## src/hw/video_pkg.sv

```systemverilog
package video_pkg;

    localparam int LUT_ADDR_W = 8;      // palette index width
    localparam int CHAN_W     = 4;      // one color channel
    localparam int RGB_W      = 3 * CHAN_W;
    localparam int ARGB_W     = 16;     // one palette word

    // blend view, used for the B word
    typedef struct packed {
        logic [CHAN_W-1:0] alpha;
        logic [CHAN_W-1:0] red;
        logic [CHAN_W-1:0] green;
        logic [CHAN_W-1:0] blue;
    } argb_blend_t;

    // priority view, used for the A word
    typedef struct packed {
        logic             pri;          // A drawn opaque on top
        logic [2:0]       rsvd;
        logic [RGB_W-1:0] rgb;
    } argb_pri_t;

    // one palette word, decoded per playfield
    typedef union packed {
        argb_blend_t       blend;
        argb_pri_t         prio;
        logic [ARGB_W-1:0] raw;         // host writes land here
    } argb_u;

endpackage

```

## src/hw/video_if.sv

```systemverilog
`timescale 1ns/1ns

// one pixel stream after palette lookup, no handshake
interface video_if;

    logic vsync;
    logic hsync;
    logic de;                           // pixel valid when high

    video_pkg::argb_u color_a;          // playfield A palette word
    video_pkg::argb_u color_b;          // playfield B palette word

    modport source (
        output vsync,
        output hsync,
        output de,
        output color_a,
        output color_b
    );

    modport sink (
        input vsync,
        input hsync,
        input de,
        input color_a,
        input color_b
    );

endinterface

```

## src/hw/color_lut.sv

```systemverilog
`timescale 1ns/1ns

module color_lut #(
    parameter bit LUT_IS_B = 1'b0       // which payload word this palette fills
) (
    input  logic                              clk,
    input  logic                              rst_i,

    // host write port
    input  logic                              wr_en_i,
    input  logic [video_pkg::LUT_ADDR_W-1:0]  wr_addr_i,
    input  video_pkg::argb_u                  wr_data_i,

    // raster side
    input  logic                              vsync_i,
    input  logic                              hsync_i,
    input  logic                              de_i,
    input  logic [video_pkg::LUT_ADDR_W-1:0]  index_i,

    video_if.source                           pix_o
);

    // palette storage, contents survive reset
    video_pkg::argb_u mem [2**video_pkg::LUT_ADDR_W];

    video_pkg::argb_u rd_word;          // registered read data
    logic             vsync_q;
    logic             hsync_q;
    logic             de_q;

    always_ff @(posedge clk) begin
        if (wr_en_i) begin
            mem[wr_addr_i] <= wr_data_i;
        end
    end

    // separate read port, a same-cycle write is not seen until next clock
    always_ff @(posedge clk) begin
        rd_word <= mem[index_i];
    end

    // timing signals ride along with the read latency
    always_ff @(posedge clk) begin
        if (rst_i) begin
            vsync_q <= 1'b0;
            hsync_q <= 1'b0;
            de_q    <= 1'b0;
        end else begin
            vsync_q <= vsync_i;
            hsync_q <= hsync_i;
            de_q    <= de_i;
        end
    end

    assign pix_o.vsync = vsync_q;
    assign pix_o.hsync = hsync_q;
    assign pix_o.de    = de_q;

    // the other playfield's word is tied off on this stream
    generate
        if (LUT_IS_B) begin : g_word_b
            assign pix_o.color_b = rd_word;
            assign pix_o.color_a = '0;
        end else begin : g_word_a
            assign pix_o.color_a = rd_word;
            assign pix_o.color_b = '0;
        end
    endgenerate

endmodule

```

## src/flat_wrapper.sv

```systemverilog
// flat-port wrapper written by rule: the top's interface ports become plain ports
module color_lut_flat 
#(
    parameter bit LUT_IS_B = 1'b0                                               
)
  (clk, rst_i, wr_en_i, wr_addr_i, wr_data_i, vsync_i, hsync_i, de_i, index_i, pix_o_vsync, pix_o_hsync, pix_o_de, pix_o_color_a, pix_o_color_b);
  video_if pix_o_i ();
  input  logic clk;
  input  logic rst_i;
  input  logic wr_en_i;
  input  logic [video_pkg::LUT_ADDR_W-1:0] wr_addr_i;
  input  video_pkg::argb_u wr_data_i;
  input  logic vsync_i;
  input  logic hsync_i;
  input  logic de_i;
  input  logic [video_pkg::LUT_ADDR_W-1:0] index_i;
  output wire logic [$bits(pix_o_i.vsync)-1:0] pix_o_vsync;
  output wire logic [$bits(pix_o_i.hsync)-1:0] pix_o_hsync;
  output wire logic [$bits(pix_o_i.de)-1:0] pix_o_de;
  output wire logic [$bits(pix_o_i.color_a)-1:0] pix_o_color_a;
  output wire logic [$bits(pix_o_i.color_b)-1:0] pix_o_color_b;
  assign pix_o_vsync = pix_o_i.vsync;
  assign pix_o_hsync = pix_o_i.hsync;
  assign pix_o_de = pix_o_i.de;
  assign pix_o_color_a = pix_o_i.color_a;
  assign pix_o_color_b = pix_o_i.color_b;
  color_lut #(.LUT_IS_B(LUT_IS_B)) u_core (.clk(clk), .rst_i(rst_i), .wr_en_i(wr_en_i), .wr_addr_i(wr_addr_i), .wr_data_i(wr_data_i), .vsync_i(vsync_i), .hsync_i(hsync_i), .de_i(de_i), .index_i(index_i), .pix_o(pix_o_i));
endmodule
```

## config.mk

```make
export PLATFORM = sky130hd
export DESIGN_NAME = color_lut_flat
export DESIGN_NICKNAME = d
export VERILOG_FILES = /design/src/hw/video_pkg.sv /design/src/hw/video_if.sv /design/src/hw/color_lut.sv /design/src/flat_wrapper.sv
export SDC_FILE = /design/constraint.sdc
export NUM_CORES = 2
export LEC_CHECK = 0
export ABC_CLOCK_PERIOD_IN_PS = 6700
export BUFFER_PORTS_ARGS = -buffer_cell sky130_fd_sc_hd__clkbuf_2
export CORE_MARGIN = 4
export CORE_UTILIZATION = 50
export CTS_CLUSTER_DIAMETER = 100
export DETAILED_ROUTE_END_ITERATION = 6
export GPL_TIMING_DRIVEN = 0
export PLACE_DENSITY = 0.65
export SETUP_SLACK_MARGIN = 0.5
export SYNTH_ARGS = -nofsm -noshare
export SYNTH_HDL_FRONTEND = slang
export SYNTH_SLANG_ARGS = --single-unit
```

## constraint.sdc

```tcl
create_clock -name clk -period 6.7 [get_ports clk]
set_input_delay 0.335 -clock clk [delete_from_list [all_inputs] [get_ports clk]]
set_output_delay 0.335 -clock clk [all_outputs]
set_load 0.02 [all_outputs]
```

# Word level (Yosys, flattened, before mapping)
# Memories as Yosys holds them, arrays and structs flattened. A register that Yosys moved wholly into a read port is not among the register bits.
# Cells that the tools add are included.
[classes]
n_mux = 2
[ops]
columns = ["cell", "n"]
rows = [
  ["$mux 1", 2],
]
[totals]
ff_bits = 3
ramBits = 4096
input_bits = 38
output_inout_bits = 35
wordCells = 6
memories = 1
[memory_table]
columns = ["memory", "words", "word_bits", "read_ports", "rd_ports_with_merged_regs", "wr", "line", "rtl"]
rows = [
  ["u_core.mem", 256, 16, 1, 1, 1, "color_lut.sv:24", "video_pkg::argb_u mem [2**video_pkg::LUT_ADDR_W];"],
]

# Depth between registers and ports, before layout
[logic_depth]
word_depth = 2
mapped_depth = 12
depth_no_buf = 6

# Least setup slack after synthesis
# Ideal clock, no wire load.
[synth_path]
kind = "input port to flip-flop"
from = "input wr_addr_i[3] (netlist bit)"
to = "memory u_core.mem[235][0] (netlist bit) (enable)"
setup_time_ns = 0.388
t_arrival_ns = 2.112
t_required_ns = 6.312
setup_slack_ns = 4.200
path_stages = 6
n_path_buf = 3
cell_sequence = "clkbuf_1 nor2b_1 clkbuf_1 nand4_1 clkbuf_1 nor2_1"
[synth_rtl]
columns = ["element", "line", "rtl"]
rows = [
  ["from (decl)", "flat_wrapper.sv:11", "input logic [video_pkg::LUT_ADDR_W-1:0] wr_addr_i;"],
  ["to (decl)", "color_lut.sv:24", ""],
]
# Straight into the memory's write port.

==> impl_metrics.env <==
export IMPL_status="complete, but fails checks"
export IMPL_violations="DRC, capacitance limit, slew limit"
export IMPL_powerDensity_mw_per_mm2=296
export IMPL_num_vias=89335
export IMPL_worst_hold_path_type="in -> reg"
export IMPL_syn_area_per_cell_um2=21.6
export IMPL_finalNonFillerCells=12724
export IMPL_grt_overflow=0
export IMPL_via_per_inst=7.02
export IMPL_postRouteAntennaNets=0
export IMPL_hpwl_mm=403
export IMPL_synth_area_mm2=0.160
export IMPL_arrival_ns=7.22
export IMPL_gp_congestion=0.994
export IMPL_antenna_found_initial=49
export IMPL_clk_latency_ns=1.01
export IMPL_synthToLayoutAreaGrowth_pct=16.0
export IMPL_layout_nets=8203
export IMPL_grt_pass1_vias=84838
export IMPL_peakVddDrop_mv=0.458
export IMPL_endpoint_kind="flop"
export IMPL_io_pins=73
export IMPL_setup_viol_count_final=0
export IMPL_synth_largest_area_cell="edfxtp_1"
export IMPL_firstDrtPassIters=7
export IMPL_crit_type="in -> reg"
export IMPL_finalCriticalPeriod_ns=6.48
export IMPL_cpPeakStageDelay_ns=1.35
export IMPL_synth_most_common_cell="edfxtp_1"
export IMPL_rows=207
export IMPL_stdcell_area_mm2=0.185
export IMPL_fp_dieH_um=573
export IMPL_core_mm2=0.318
export IMPL_crit_path_max_fanout=13
export IMPL_grt_max_degree=145
export IMPL_drt_initial_drc_count=17145
export IMPL_fmax_ghz=0.154
export IMPL_critPathLaunchType="input port"
export IMPL_hold_viol=0
export IMPL_cts_tree="done"
export IMPL_die_w_um=573
export IMPL_seq_area_frac_synth_pct=77.3
export IMPL_layout_setup_ws_ns=0.225
export IMPL_crit_family="buffers and inverters"
export IMPL_crit_required_ns=7.45
export IMPL_async_flop_share_pct=0
export IMPL_cts_root_buf="clkbuf_16"
export IMPL_clk_pin_slew_ns=0.06
export IMPL_drc=2
export IMPL_start_util_pct=50.2
export IMPL_skew_ns=0.0511
export IMPL_die_area_mm2=0.328
export IMPL_ctsHoldBuffers=15
export IMPL_clock_sinks=4115
export IMPL_synth_top_area_share_pct=77.1
export IMPL_crit_path_cell_trace="clkbuf_2 > buf_2 > buf_2 > buf_2 > clkbuf_1 > buf_2 > a21oi_1 > o31ai_1 > o32ai_1 > nor4_1"
export IMPL_yosysUniqueCellTypes=77
export IMPL_synth_seq_cells=4115
export IMPL_drv_slew=51
export IMPL_slowest_stage="nor4_1"
export IMPL_io_buffer_count=49
export IMPL_synth_flop_cell="edfxtp_1"
export IMPL_dp_cells=11917
export IMPL_cellLeakagePower_nw=58.7
export IMPL_final_util_pct=58.2
export IMPL_wire_per_inst_um=46.0
export IMPL_clockBufferDepth=4
export IMPL_drv_cap=10
export IMPL_synth_common_cells="edfxtp_1, mux4_2, mux2i_1"
export IMPL_relSlewSlack_pct=-6.83
export IMPL_synth_edf_count=4096
export IMPL_post_route_period_util_pct=96.6
export IMPL_cts_resized_gates=0
export IMPL_htree_num_levels=5
export IMPL_layout_drive_gt1_share_pct=27.5
export IMPL_synth_area_top_cells="edfxtp_1, mux4_2, mux2i_1"
export IMPL_cp_num_buf_inv=6
export IMPL_grt_pass1_wl_mm=769
export IMPL_fin_hold_ws_ns=0.0119
export IMPL_cp_common_cell="buf_2"
export IMPL_fin_tns_setup_ns=0
export IMPL_dp_slack_ns=-0.0247
export IMPL_gr_usage_all_layers_pct=35.1
export IMPL_fillers=22648
export IMPL_worstMarginPinSlew_ns=1.60
export IMPL_finalWirelength_mm=585
export IMPL_place_area_mm2=0.172
export IMPL_cts_made_buffers=411
export IMPL_postCtsSetupBuffers=0
export IMPL_netlist_instances=7389
export IMPL_total_power_mw=54.8
export IMPL_rsz0062_at_grt="false"
export IMPL_yosysWarnings=0
==> kinds of logic (layout without fill, tap and decap cells) <==
logic type / Yosys count / in the layout / share of synthesized area, %
other: 1 / 43 / 0.00235
AOI/OAI and AO/OA: 810 / 810 / 3.70
buffers and inverters: 478 / 1591 / 2.15
muxes: 1344 / 1344 / 15.0
and+or+nand+nor: 641 / 641 / 1.88
DFF: 4115 / 4115 / 77.3
==> cell type report <==
type / instances / area (µm²) / share of cell area [%]
Sequential cell: 4115 / 123000 / 66.6
Multi-Input combinational cell: 2811 / 33800 / 18.3
Clock buffer: 513 / 10700 / 5.78
Timing Repair Buffer: 348 / 6020 / 3.25
Tap cell: 4180 / 5230 / 2.82
Buffer: 474 / 3460 / 1.87
Clock inverter: 252 / 2460 / 1.33
Antenna cell: 27 / 67.6 / 0.0365
Inverter: 4 / 15.0 / 0.00811
==> power by group <==
group	internal [mW]	switching (mW)
registers	28.4	0.0186
clock network	12.8	10.0
logic	0.982	2.51
total	42.2	12.6
==> registers in the layout, indices dropped and copies added, names as in the netlist <==
signal,count
u_core.pix_o.color_a,16
u_core.pix_o.vsync,1
u_core.pix_o.de,1
u_core.pix_o.hsync,1
u_core.mem,4096
==> final timing paths <==
| path | depth (start not counted) | slack (ns) | endpoint | from |
|---|---|---|---|---|
| worst max-delay path | 10 | 0.22 | u_core.pix_o.color_a[13] | index_i[2] |
| worst min-delay path | 1 | 0.01 | u_core.mem[195][13] | wr_data_i[13] |
| worst max register to register | 6 | 2.81 | u_core.pix_o.color_a[5] | u_core.mem[238][5] |
| worst min register to register | 6 | 1.01 | u_core.pix_o.color_a[6] | u_core.mem[202][6] |
==> cells in the final DEF, fill, tap and decap left out, drive strengths merged, types with 29 or more instances in the layout <==
master / Yosys / routed
edfxtp: 4096 / 4096
mux4: 817 / 817
clkbuf: 173 / 735
buf: 300 / 584
mux2i: 475 / 475
nor2: 280 / 280
clkinv: 2 / 192
o221ai: 171 / 171
o22ai: 145 / 145
a21oi: 132 / 132
nor3: 95 / 95
a22oi: 95 / 95
nand2: 85 / 85
o21ai: 63 / 63
mux2: 52 / 52
a221oi: 44 / 44
nand3: 40 / 40
bufinv: 0 / 38
nand4: 32 / 32
nor4: 32 / 32
a22o: 29 / 29
==> per-layer routing <==
layer	GRT usage, %	vias to the layer above	wire, µm	share of wire, %
li1	-	33112	-	-
met1	44.3	46452	196000	33
met2	50.7	8007	254000	43
met3	12.2	1756	83300	14
met4	25.1	8	52100	8.9
met5	0.218	-	55	0.0094
Power figures use the tool's default switching activity.
