[src/hw/video_pkg.sv]
package video_pkg;

    localparam int LUT_ADDR_W = 8;      // palette index width
    localparam int CHAN_W     = 4;      // one color channel
    localparam int RGB_W      = 3 * CHAN_W;
    localparam int ARGB_W     = 16;     // one palette word

    // blend view, used for the B word
    typedef struct packed {
        logic [CHAN_W-1:0] alpha;
        logic [CHAN_W-1:0] red;
        logic [CHAN_W-1:0] green;
        logic [CHAN_W-1:0] blue;
    } argb_blend_t;

    // priority view, used for the A word
    typedef struct packed {
        logic             pri;          // A drawn opaque on top
        logic [2:0]       rsvd;
        logic [RGB_W-1:0] rgb;
    } argb_pri_t;

    // one palette word, decoded per playfield
    typedef union packed {
        argb_blend_t       blend;
        argb_pri_t         prio;
        logic [ARGB_W-1:0] raw;         // host writes land here
    } argb_u;

endpackage

[src/hw/video_if.sv]
`timescale 1ns/1ns

// one pixel stream after palette lookup, no handshake
interface video_if;

    logic vsync;
    logic hsync;
    logic de;                           // pixel valid when high

    video_pkg::argb_u color_a;          // playfield A palette word
    video_pkg::argb_u color_b;          // playfield B palette word

    modport source (
        output vsync,
        output hsync,
        output de,
        output color_a,
        output color_b
    );

    modport sink (
        input vsync,
        input hsync,
        input de,
        input color_a,
        input color_b
    );

endinterface

[src/hw/video_blend.sv]
`timescale 1ns/1ns

module video_blend #(
    parameter bit EN_BLEND = 1'b1       // 0 gives plain overlay
) (
    input  logic                         clk,
    input  logic                         rst_i,

    video_if.sink                        pix_i,

    output logic [video_pkg::RGB_W-1:0]  rgb_o,
    output logic                         hsync_o,
    output logic                         vsync_o,
    output logic                         de_o
);

    localparam int CW = video_pkg::CHAN_W;

    video_pkg::argb_pri_t    word_a;    // A seen through the priority view
    video_pkg::argb_blend_t  word_b;    // B seen through the blend view
    logic [video_pkg::RGB_W-1:0] mix_rgb;

    // B over A for one channel, A weighted by 15 - alpha and B by alpha
    function automatic logic [CW-1:0] mix_chan(
        input logic [CW-1:0] chan_a,
        input logic [CW-1:0] chan_b,
        input logic [CW-1:0] alpha
    );
        logic [2*CW-1:0] ext_a;
        logic [2*CW-1:0] ext_b;
        logic [3*CW-1:0] prod_a;
        logic [3*CW-1:0] prod_b;
        logic [3*CW-1:0] sum;
        ext_a  = {chan_a, chan_a};      // c * 17
        ext_b  = {chan_b, chan_b};
        prod_a = {{CW{1'b0}}, ext_a} * {{(2*CW){1'b0}}, ~alpha};
        prod_b = {{CW{1'b0}}, ext_b} * {{(2*CW){1'b0}}, alpha};
        sum    = (prod_a >> CW) + (prod_b >> CW);
        return sum[CW-1:0];             // wraps, no clamp
    endfunction

    assign word_a = pix_i.color_a.prio;
    assign word_b = pix_i.color_b.blend;

    generate
        if (EN_BLEND) begin : g_alpha
            always_comb begin
                if (word_a.pri) begin
                    mix_rgb = word_a.rgb;   // A opaque on top
                end else begin
                    mix_rgb = {mix_chan(word_a.rgb[3*CW-1:2*CW], word_b.red,   word_b.alpha),
                               mix_chan(word_a.rgb[2*CW-1:CW],   word_b.green, word_b.alpha),
                               mix_chan(word_a.rgb[CW-1:0],      word_b.blue,  word_b.alpha)};
                end
            end
        end else begin : g_overlay
            // B wins only where A has no priority and B is mostly opaque
            always_comb begin
                if (!word_a.pri && word_b.alpha[CW-1]) begin
                    mix_rgb = {word_b.red, word_b.green, word_b.blue};
                end else begin
                    mix_rgb = word_a.rgb;
                end
            end
        end
    endgenerate

    // one register stage, pixel blanked outside the active area
    always_ff @(posedge clk) begin
        if (rst_i) begin
            rgb_o   <= '0;
            hsync_o <= 1'b0;
            vsync_o <= 1'b0;
            de_o    <= 1'b0;
        end else begin
            rgb_o   <= pix_i.de ? mix_rgb : '0;
            hsync_o <= pix_i.hsync;
            vsync_o <= pix_i.vsync;
            de_o    <= pix_i.de;
        end
    end

endmodule

[src/flat_wrapper.sv]
// flat-port wrapper written by rule: the top's interface ports become plain ports
module video_blend_flat 
#(
    parameter bit EN_BLEND = 1'b1                               
)
  (clk, rst_i, rgb_o, hsync_o, vsync_o, de_o, pix_i_vsync, pix_i_hsync, pix_i_de, pix_i_color_a, pix_i_color_b);
  video_if pix_i_i ();
  input  logic clk;
  input  logic rst_i;
  output logic [video_pkg::RGB_W-1:0] rgb_o;
  output logic hsync_o;
  output logic vsync_o;
  output logic de_o;
  input wire logic [$bits(pix_i_i.vsync)-1:0] pix_i_vsync;
  input wire logic [$bits(pix_i_i.hsync)-1:0] pix_i_hsync;
  input wire logic [$bits(pix_i_i.de)-1:0] pix_i_de;
  input wire logic [$bits(pix_i_i.color_a)-1:0] pix_i_color_a;
  input wire logic [$bits(pix_i_i.color_b)-1:0] pix_i_color_b;
  assign pix_i_i.vsync = pix_i_vsync;
  assign pix_i_i.hsync = pix_i_hsync;
  assign pix_i_i.de = pix_i_de;
  assign pix_i_i.color_a = pix_i_color_a;
  assign pix_i_i.color_b = pix_i_color_b;
  video_blend #(.EN_BLEND(EN_BLEND)) u_core (.clk(clk), .rst_i(rst_i), .pix_i(pix_i_i), .rgb_o(rgb_o), .hsync_o(hsync_o), .vsync_o(vsync_o), .de_o(de_o));
endmodule
[config.mk]
export PLATFORM = sky130hd
export DESIGN_NAME = video_blend_flat
export DESIGN_NICKNAME = d
export VERILOG_FILES = /design/src/hw/video_pkg.sv /design/src/hw/video_if.sv /design/src/hw/video_blend.sv /design/src/flat_wrapper.sv
export SDC_FILE = /design/constraint.sdc
export NUM_CORES = 1
export LEC_CHECK = 0
export BUFFER_PORTS_ARGS = -buffer_cell sky130_fd_sc_hd__buf_4
export CAP_MARGIN = 30
export CORE_AREA = 2 2 83 85
export DETAILED_ROUTE_END_ITERATION = 7
export DIE_AREA = 0 0 85 87
export PLACE_DENSITY = 0.8
export SYNTH_ARGS = -nofsm -noshare
export SYNTH_HDL_FRONTEND = slang
export SYNTH_SLANG_ARGS = --single-unit
[constraint.sdc]
create_clock -name clk -period 6.8 [get_ports clk]
set_input_delay 1.02 -clock clk [delete_from_list [all_inputs] [get_ports clk]]
set_output_delay 1.02 -clock clk [all_outputs]
set_load 0.01 [all_outputs]
Word-level counts from Yosys, hierarchy flattened

Index checks and enable logic that the tools add are counted.

Flip-flop bits (word level): 15
Output and inout port bits: 15

$add $sub $neg: 3
Multipliers: 6
Multiplexer cells: 1
Bitwise operators: 2
Reduce and logical (&&, ||, !) cells: 1

Operators by type and width:

| kind             | number |
|---|---|
| $mul A8 B4 Y8    | 6 |
| $add A4 B4 Y4    | 3 |
| $mux W12         | 1 |
| $not A4 Y4       | 1 |
| $reduce_or A2 Y1 | 1 |
| $not A1 Y1       | 1 |

Logic depth before layout (Yosys ltp)

Depth in word-level cells: 4
Gate-level depth with buffers: 18
Mapped depth without buffers: 16

Worst setup path before layout

No wires, ideal clock.

Path type: input-to-reg
From: input port pix_i_color_b[13]
To: register u_core.rgb_o[3] (netlist name)
Library setup time: 0.086 ns
Arrival time: 5.127 ns
Path slack: 1.587 ns
Stages: 18
Cells stage by stage: clkbuf_1 clkbuf_1 nor2b_1 fa_1 inv_1 fa_1 inv_1 ha_1 inv_1 o41ai_1 xor2_1 ha_1 a21o_1 a21oi_1 xnor3_1 xnor2_1 xor2_1 a211oi_1

Longest elaborated chain between the ends: 4
Elaborated cells between the ends (all ways): 5
Classes of those cells: add/sub: 1; mul: 2; mux: 1; bitwise: 1

Ends and longest elaborated chain:

| what                   | line               | source |
|---|---|---|
| start: declaration     | flat_wrapper.sv:18 | `input wire logic [$bits(pix_i_i.color_b)-1:0] pix_i_color_b;` |
| $not A4 Y4             | video_blend.sv:36  | `prod_a = {{CW{1'b0}}, ext_a} * {{(2*CW){1'b0}}, ~alpha};` |
| $mul A8 B4 Y8          | video_blend.sv:36  |  |
| $add A4 B4 Y4 *        | video_blend.sv:38  | `sum = (prod_a >> CW) + (prod_b >> CW);` |
| $mux W12 *             | video_blend.sv:48  | `if (word_a.pri) begin` |
| end signal: assignment | video_blend.sv:76  | `rgb_o <= pix_i.de ? mix_rgb : '0;` |
| end: declaration       | video_blend.sv:11  | `output logic [video_pkg::RGB_W-1:0] rgb_o,` |

Mark *: on every way between the ends. The rest lies on a longest branch, timed or not.
A chain may end at the register's enable or synchronous reset.

Final worst setup path

From: input port pix_i_color_b[15]
To: register u_core.rgb_o[3] (netlist name)

The elaborated chain is that of the path after synthesis.

==> summary.md <==
Of the total power, the clock network draws 8.1%. Along the worst path, the maximum fanout reaches 24. The minimum clock period after layout is 5.14 ns, and the part of the Yosys area used for sequential elements is 7.91%. The flow ran to the end, and the final reports show no timing, DRC or antenna violations.

The final standard cell count with taps included and fillers excluded is 563, and the xor and xnor fraction of the mapped netlist area is 11.2%. Synthesis produced 444 cells. The detailed router finished its first iteration with 103 violations.

The routed design has 7560 um of wire. Of the total synthesized cell area, the portion taken by full adders, half adders and majority gates is 41.7%. The total count of max-transition violations in the final report came out at 0.

The longest clock path from root to sink contains 2 buffers. Max-cap violations in this run came to 0. The portion of synthesized area spent on multiplexers is 2.11%. The number of antenna violations at the first check in global routing is 0. The path class of the tightest hold or removal check is in2reg.

The logs give 12.6% for the part of the power in registers and 0 for the final antenna diode count. Summing all multi-input logic gate instances after layout gives 0.00315 mm2. The area growth from synthesis to layout is 12.0%.

The tree is rooted in a clkbuf_8. The number of placed instances, taps included, is 559. Destination of the worst hold path: u_core.vsync_o. Routed signal wires occupy layers up through met4. Synthesis inferred 15 register bits.

Fill cells in the final layout number 534. Derived from the worst setup path, the maximum achievable clock frequency is 195 MHz. The run gives 0 as the post-CTS setup buffer count. Wire segments on met2 add up to 3780 um in the final route.

Counting the buffers created by CTS gives 3. The design draws 850 uW. The level count of the clock H-tree is 1, and the top-level I/O count is 52.

The run gives 0 as the final antenna-violating net count. After synthesis, the cell types taking the most area are fa_1 (27%), ha_1 (15%), dfxtp_1 (7.9%). The most common cell after layout, fill and taps aside was inv_1. The width of the chip was 85 um. For this run, the number of Yosys warnings is 0. Worst hold path startpoint: rst_i. At the end of the flow, the number of nets in the layout was 617.

The average footprint of a synthesized cell was 8.56 um2; the area of the mapped netlist was 0.00380 mm2. The logs give 15 for the number of sinks handled by clock tree synthesis and 0 for the global route total overflow. Setup violations remaining at the end of the flow were counted as 0. The area of the die came out at 0.00740 mm2.

In this run the tightest slew margin relative to its limit is 59.0%. The initial core utilization is 57.8%, and the number of instances on the worst hold path is 2. Net switching is 44.5% of the power.

After detailed routing, the number of vias per cell comes to 5.29. The quantity of gates resized following cts was 0. The number of distinct library cells after synthesis was 34.

STA classifies the critical path endpoint as a flop. The number of buffers inserted by port buffering is 48. Global-route wire length before repair: 13,200 um. The area fraction in compound gates after synthesis was 6.36%; the worst endpoint data arrival time was 5.30 ns. The logs give 2.22 nW for the static leakage power and 300 um2 for the register area.

Of the cells placed in the final design, the portion with a size suffix greater than 1 is 11.6%. The tools report the number of cell rows as 30. For the power share of the combinational group, the log shows 79.2%. The largest net degree at the start of global routing is 35, and the detailed route wirelength on metal3 is 332 um. The number of nets handed over by synthesis was 577. The die is 87 um tall.

TritonCTS built the clock tree. For the pin with the worst max-slew slack, the measured transition is 0.607 ns. The tools report the critical path data required time as 6.96 ns. In the global route stage, overall resource usage came out at 21.7%. The logs give 0 for the number of hold violations in the final report and 2,997 for the number of global-route vias before repair.

The synthesized-area fraction occupied by and/or/nand/nor cells came out at 21.5%. For the total iterations of the first detailed-routing run, the log shows 4. The library cells used most frequently in the layout, excluding fill and tap cells, are inv_1 (78), fa_1 (51), buf_4 (48), ha_1 (45), nand2_1 (32).

The area fraction of the dominant cell type after synthesis is 26.9%, and the average wire per cell in the routed design is 13.4 um. The most area-hungry cell type in the Yosys netlist was fa_1. The core region is 0.00657 mm2. Internal portion of total power: 472 uW. Post-route DRC violation count: 0. The congestion estimate from routability-driven global placement came to 0.871. The run gives 3390 um as the wire length on met1. The worst path uses 75.6% of the clock period.

The half-perimeter wire length after detailed placement came out at 6260 um. Clock-pin slew was measured on the worst setup and hold paths at 0.05 ns. Setup repair after global routing left no endpoint under its margin. For this block, the via count after detailed routing is 2,977. STA classifies the critical path startpoint as an input port. After routing, the total negative slack on setup checks comes to 0 ns. The cell area power density was 200 mW/mm2. The logs give 378 uW for the power dissipated by switching net loads and 0 for the total of hold buffers inserted after clock tree synthesis.

The worst ir drop on vdd is 0.000164 V. After synthesis, the largest family of logic cells by area is adder cells. The setup path with the least slack is of type in2reg.
==> through the flow <==
stage / hold slack (ns) / worst slack [ns] / utilization (%) / instance area, um2
floorplan: 1.09 / 1.59 / - / 3800
finish: 0.944 / 1.66 / 64.7 / 4250
CTS: 0.940 / 1.66 / 64.7 / 4250
global placement: 1.20 / 1.52 / 64.1 / 4210
global route: 0.945 / 1.40 / 64.7 / 4250
detailed placement: 1.20 / 1.39 / 64.1 / 4210
==> worst max-delay path by stage <==
stage | startpoint | endpoint | slack (ns) | cells past startpoint
floorplan | pix_i_color_b[13] | u_core.rgb_o[3] | 1.59 | 18
global placement | pix_i_color_b[15] | u_core.rgb_o[3] | 1.52 | 17
detailed placement | pix_i_color_b[15] | u_core.rgb_o[3] | 1.39 | 16
CTS | pix_i_color_b[15] | u_core.rgb_o[3] | 1.66 | 16
global route | pix_i_color_b[15] | u_core.rgb_o[3] | 1.40 | 16
finish | pix_i_color_b[15] | u_core.rgb_o[3] | 1.66 | 16
==> logic make-up (layout without fill, tap and decap cells) <==
| logic type | Yosys count | after routing |
|---|---|---|
| AOI/OAI and AO/OA | 40 | 40 |
| buffers and inverters | 92 | 131 |
| muxes | 8 | 8 |
| DFF | 15 | 15 |
| xor gates and xnor gates | 44 | 44 |
| and+or+nand+nor | 149 | 149 |
| adders and majority gates | 96 | 96 |
==> synthesized netlist by cell type (all sizes together) <==
library cell,instances
or4b,1
nand4,6
clkinv,1
nand2b,22
nor2b,28
a21o,3
xnor3,3
nor2,18
or2,2
nor3,5
dfxtp,15
fa,51
o21ai,7
o311ai,2
nand3,2
or3,1
ha,45
or2b,5
inv,78
buf,3
nor3b,1
clkbuf,10
a21oi,20
o41ai,1
xnor2,30
xor2,11
and2,26
o31ai,4
o21bai,1
a31oi,1
mux2i,8
a211oi,1
nand2,32
==> worst max-delay path, cell delays in order <==
cell and delay [ns]:
buf_4 0.20, nand2b_1 0.21, fa_1 0.60, inv_1 0.08
fa_1 0.44, ha_1 0.34, inv_1 0.06, o41ai_1 0.57
xor2_1 0.31, ha_1 0.28, a21o_1 0.18, a21oi_1 0.18
xnor3_1 0.25, xnor2_1 0.14, xor2_1 0.19, a211oi_1 0.24
==> cell type report <==
type	count	area share, %
Multi-Input combinational cell	337	74.1
Clock buffer	4	1.06
Inverter	79	6.97
Tap cell	80	2.35
Timing Repair Buffer	48	8.47
Sequential cell	15	7.06
==> flip-flops by register name (all words and copies together), names as in the netlist <==
| register | count |
|---|---|
| u_core.vsync_o | 1 |
| u_core.rgb_o | 12 |
| u_core.de_o | 1 |
| u_core.hsync_o | 1 |
==> routing by layer <==
layer	up-vias	track usage (%)
li1	1457	-
met1	1443	30.0
met2	69	37.4
met3	8	1.71
met4	0	4.76
met5	-	0
==> power groups by stage <==
stage	Combinational, mW	Sequential (mW)	Clock, mW
finish	0.674	0.107	0.0692
floorplan	0.504	0.117	0
CTS	0.679	0.107	0.0713
global placement	0.650	0.108	0
detailed placement	0.672	0.109	0
global route	0.757	0.108	0.0745
Note: power is estimated with default switching activity, not from simulation.
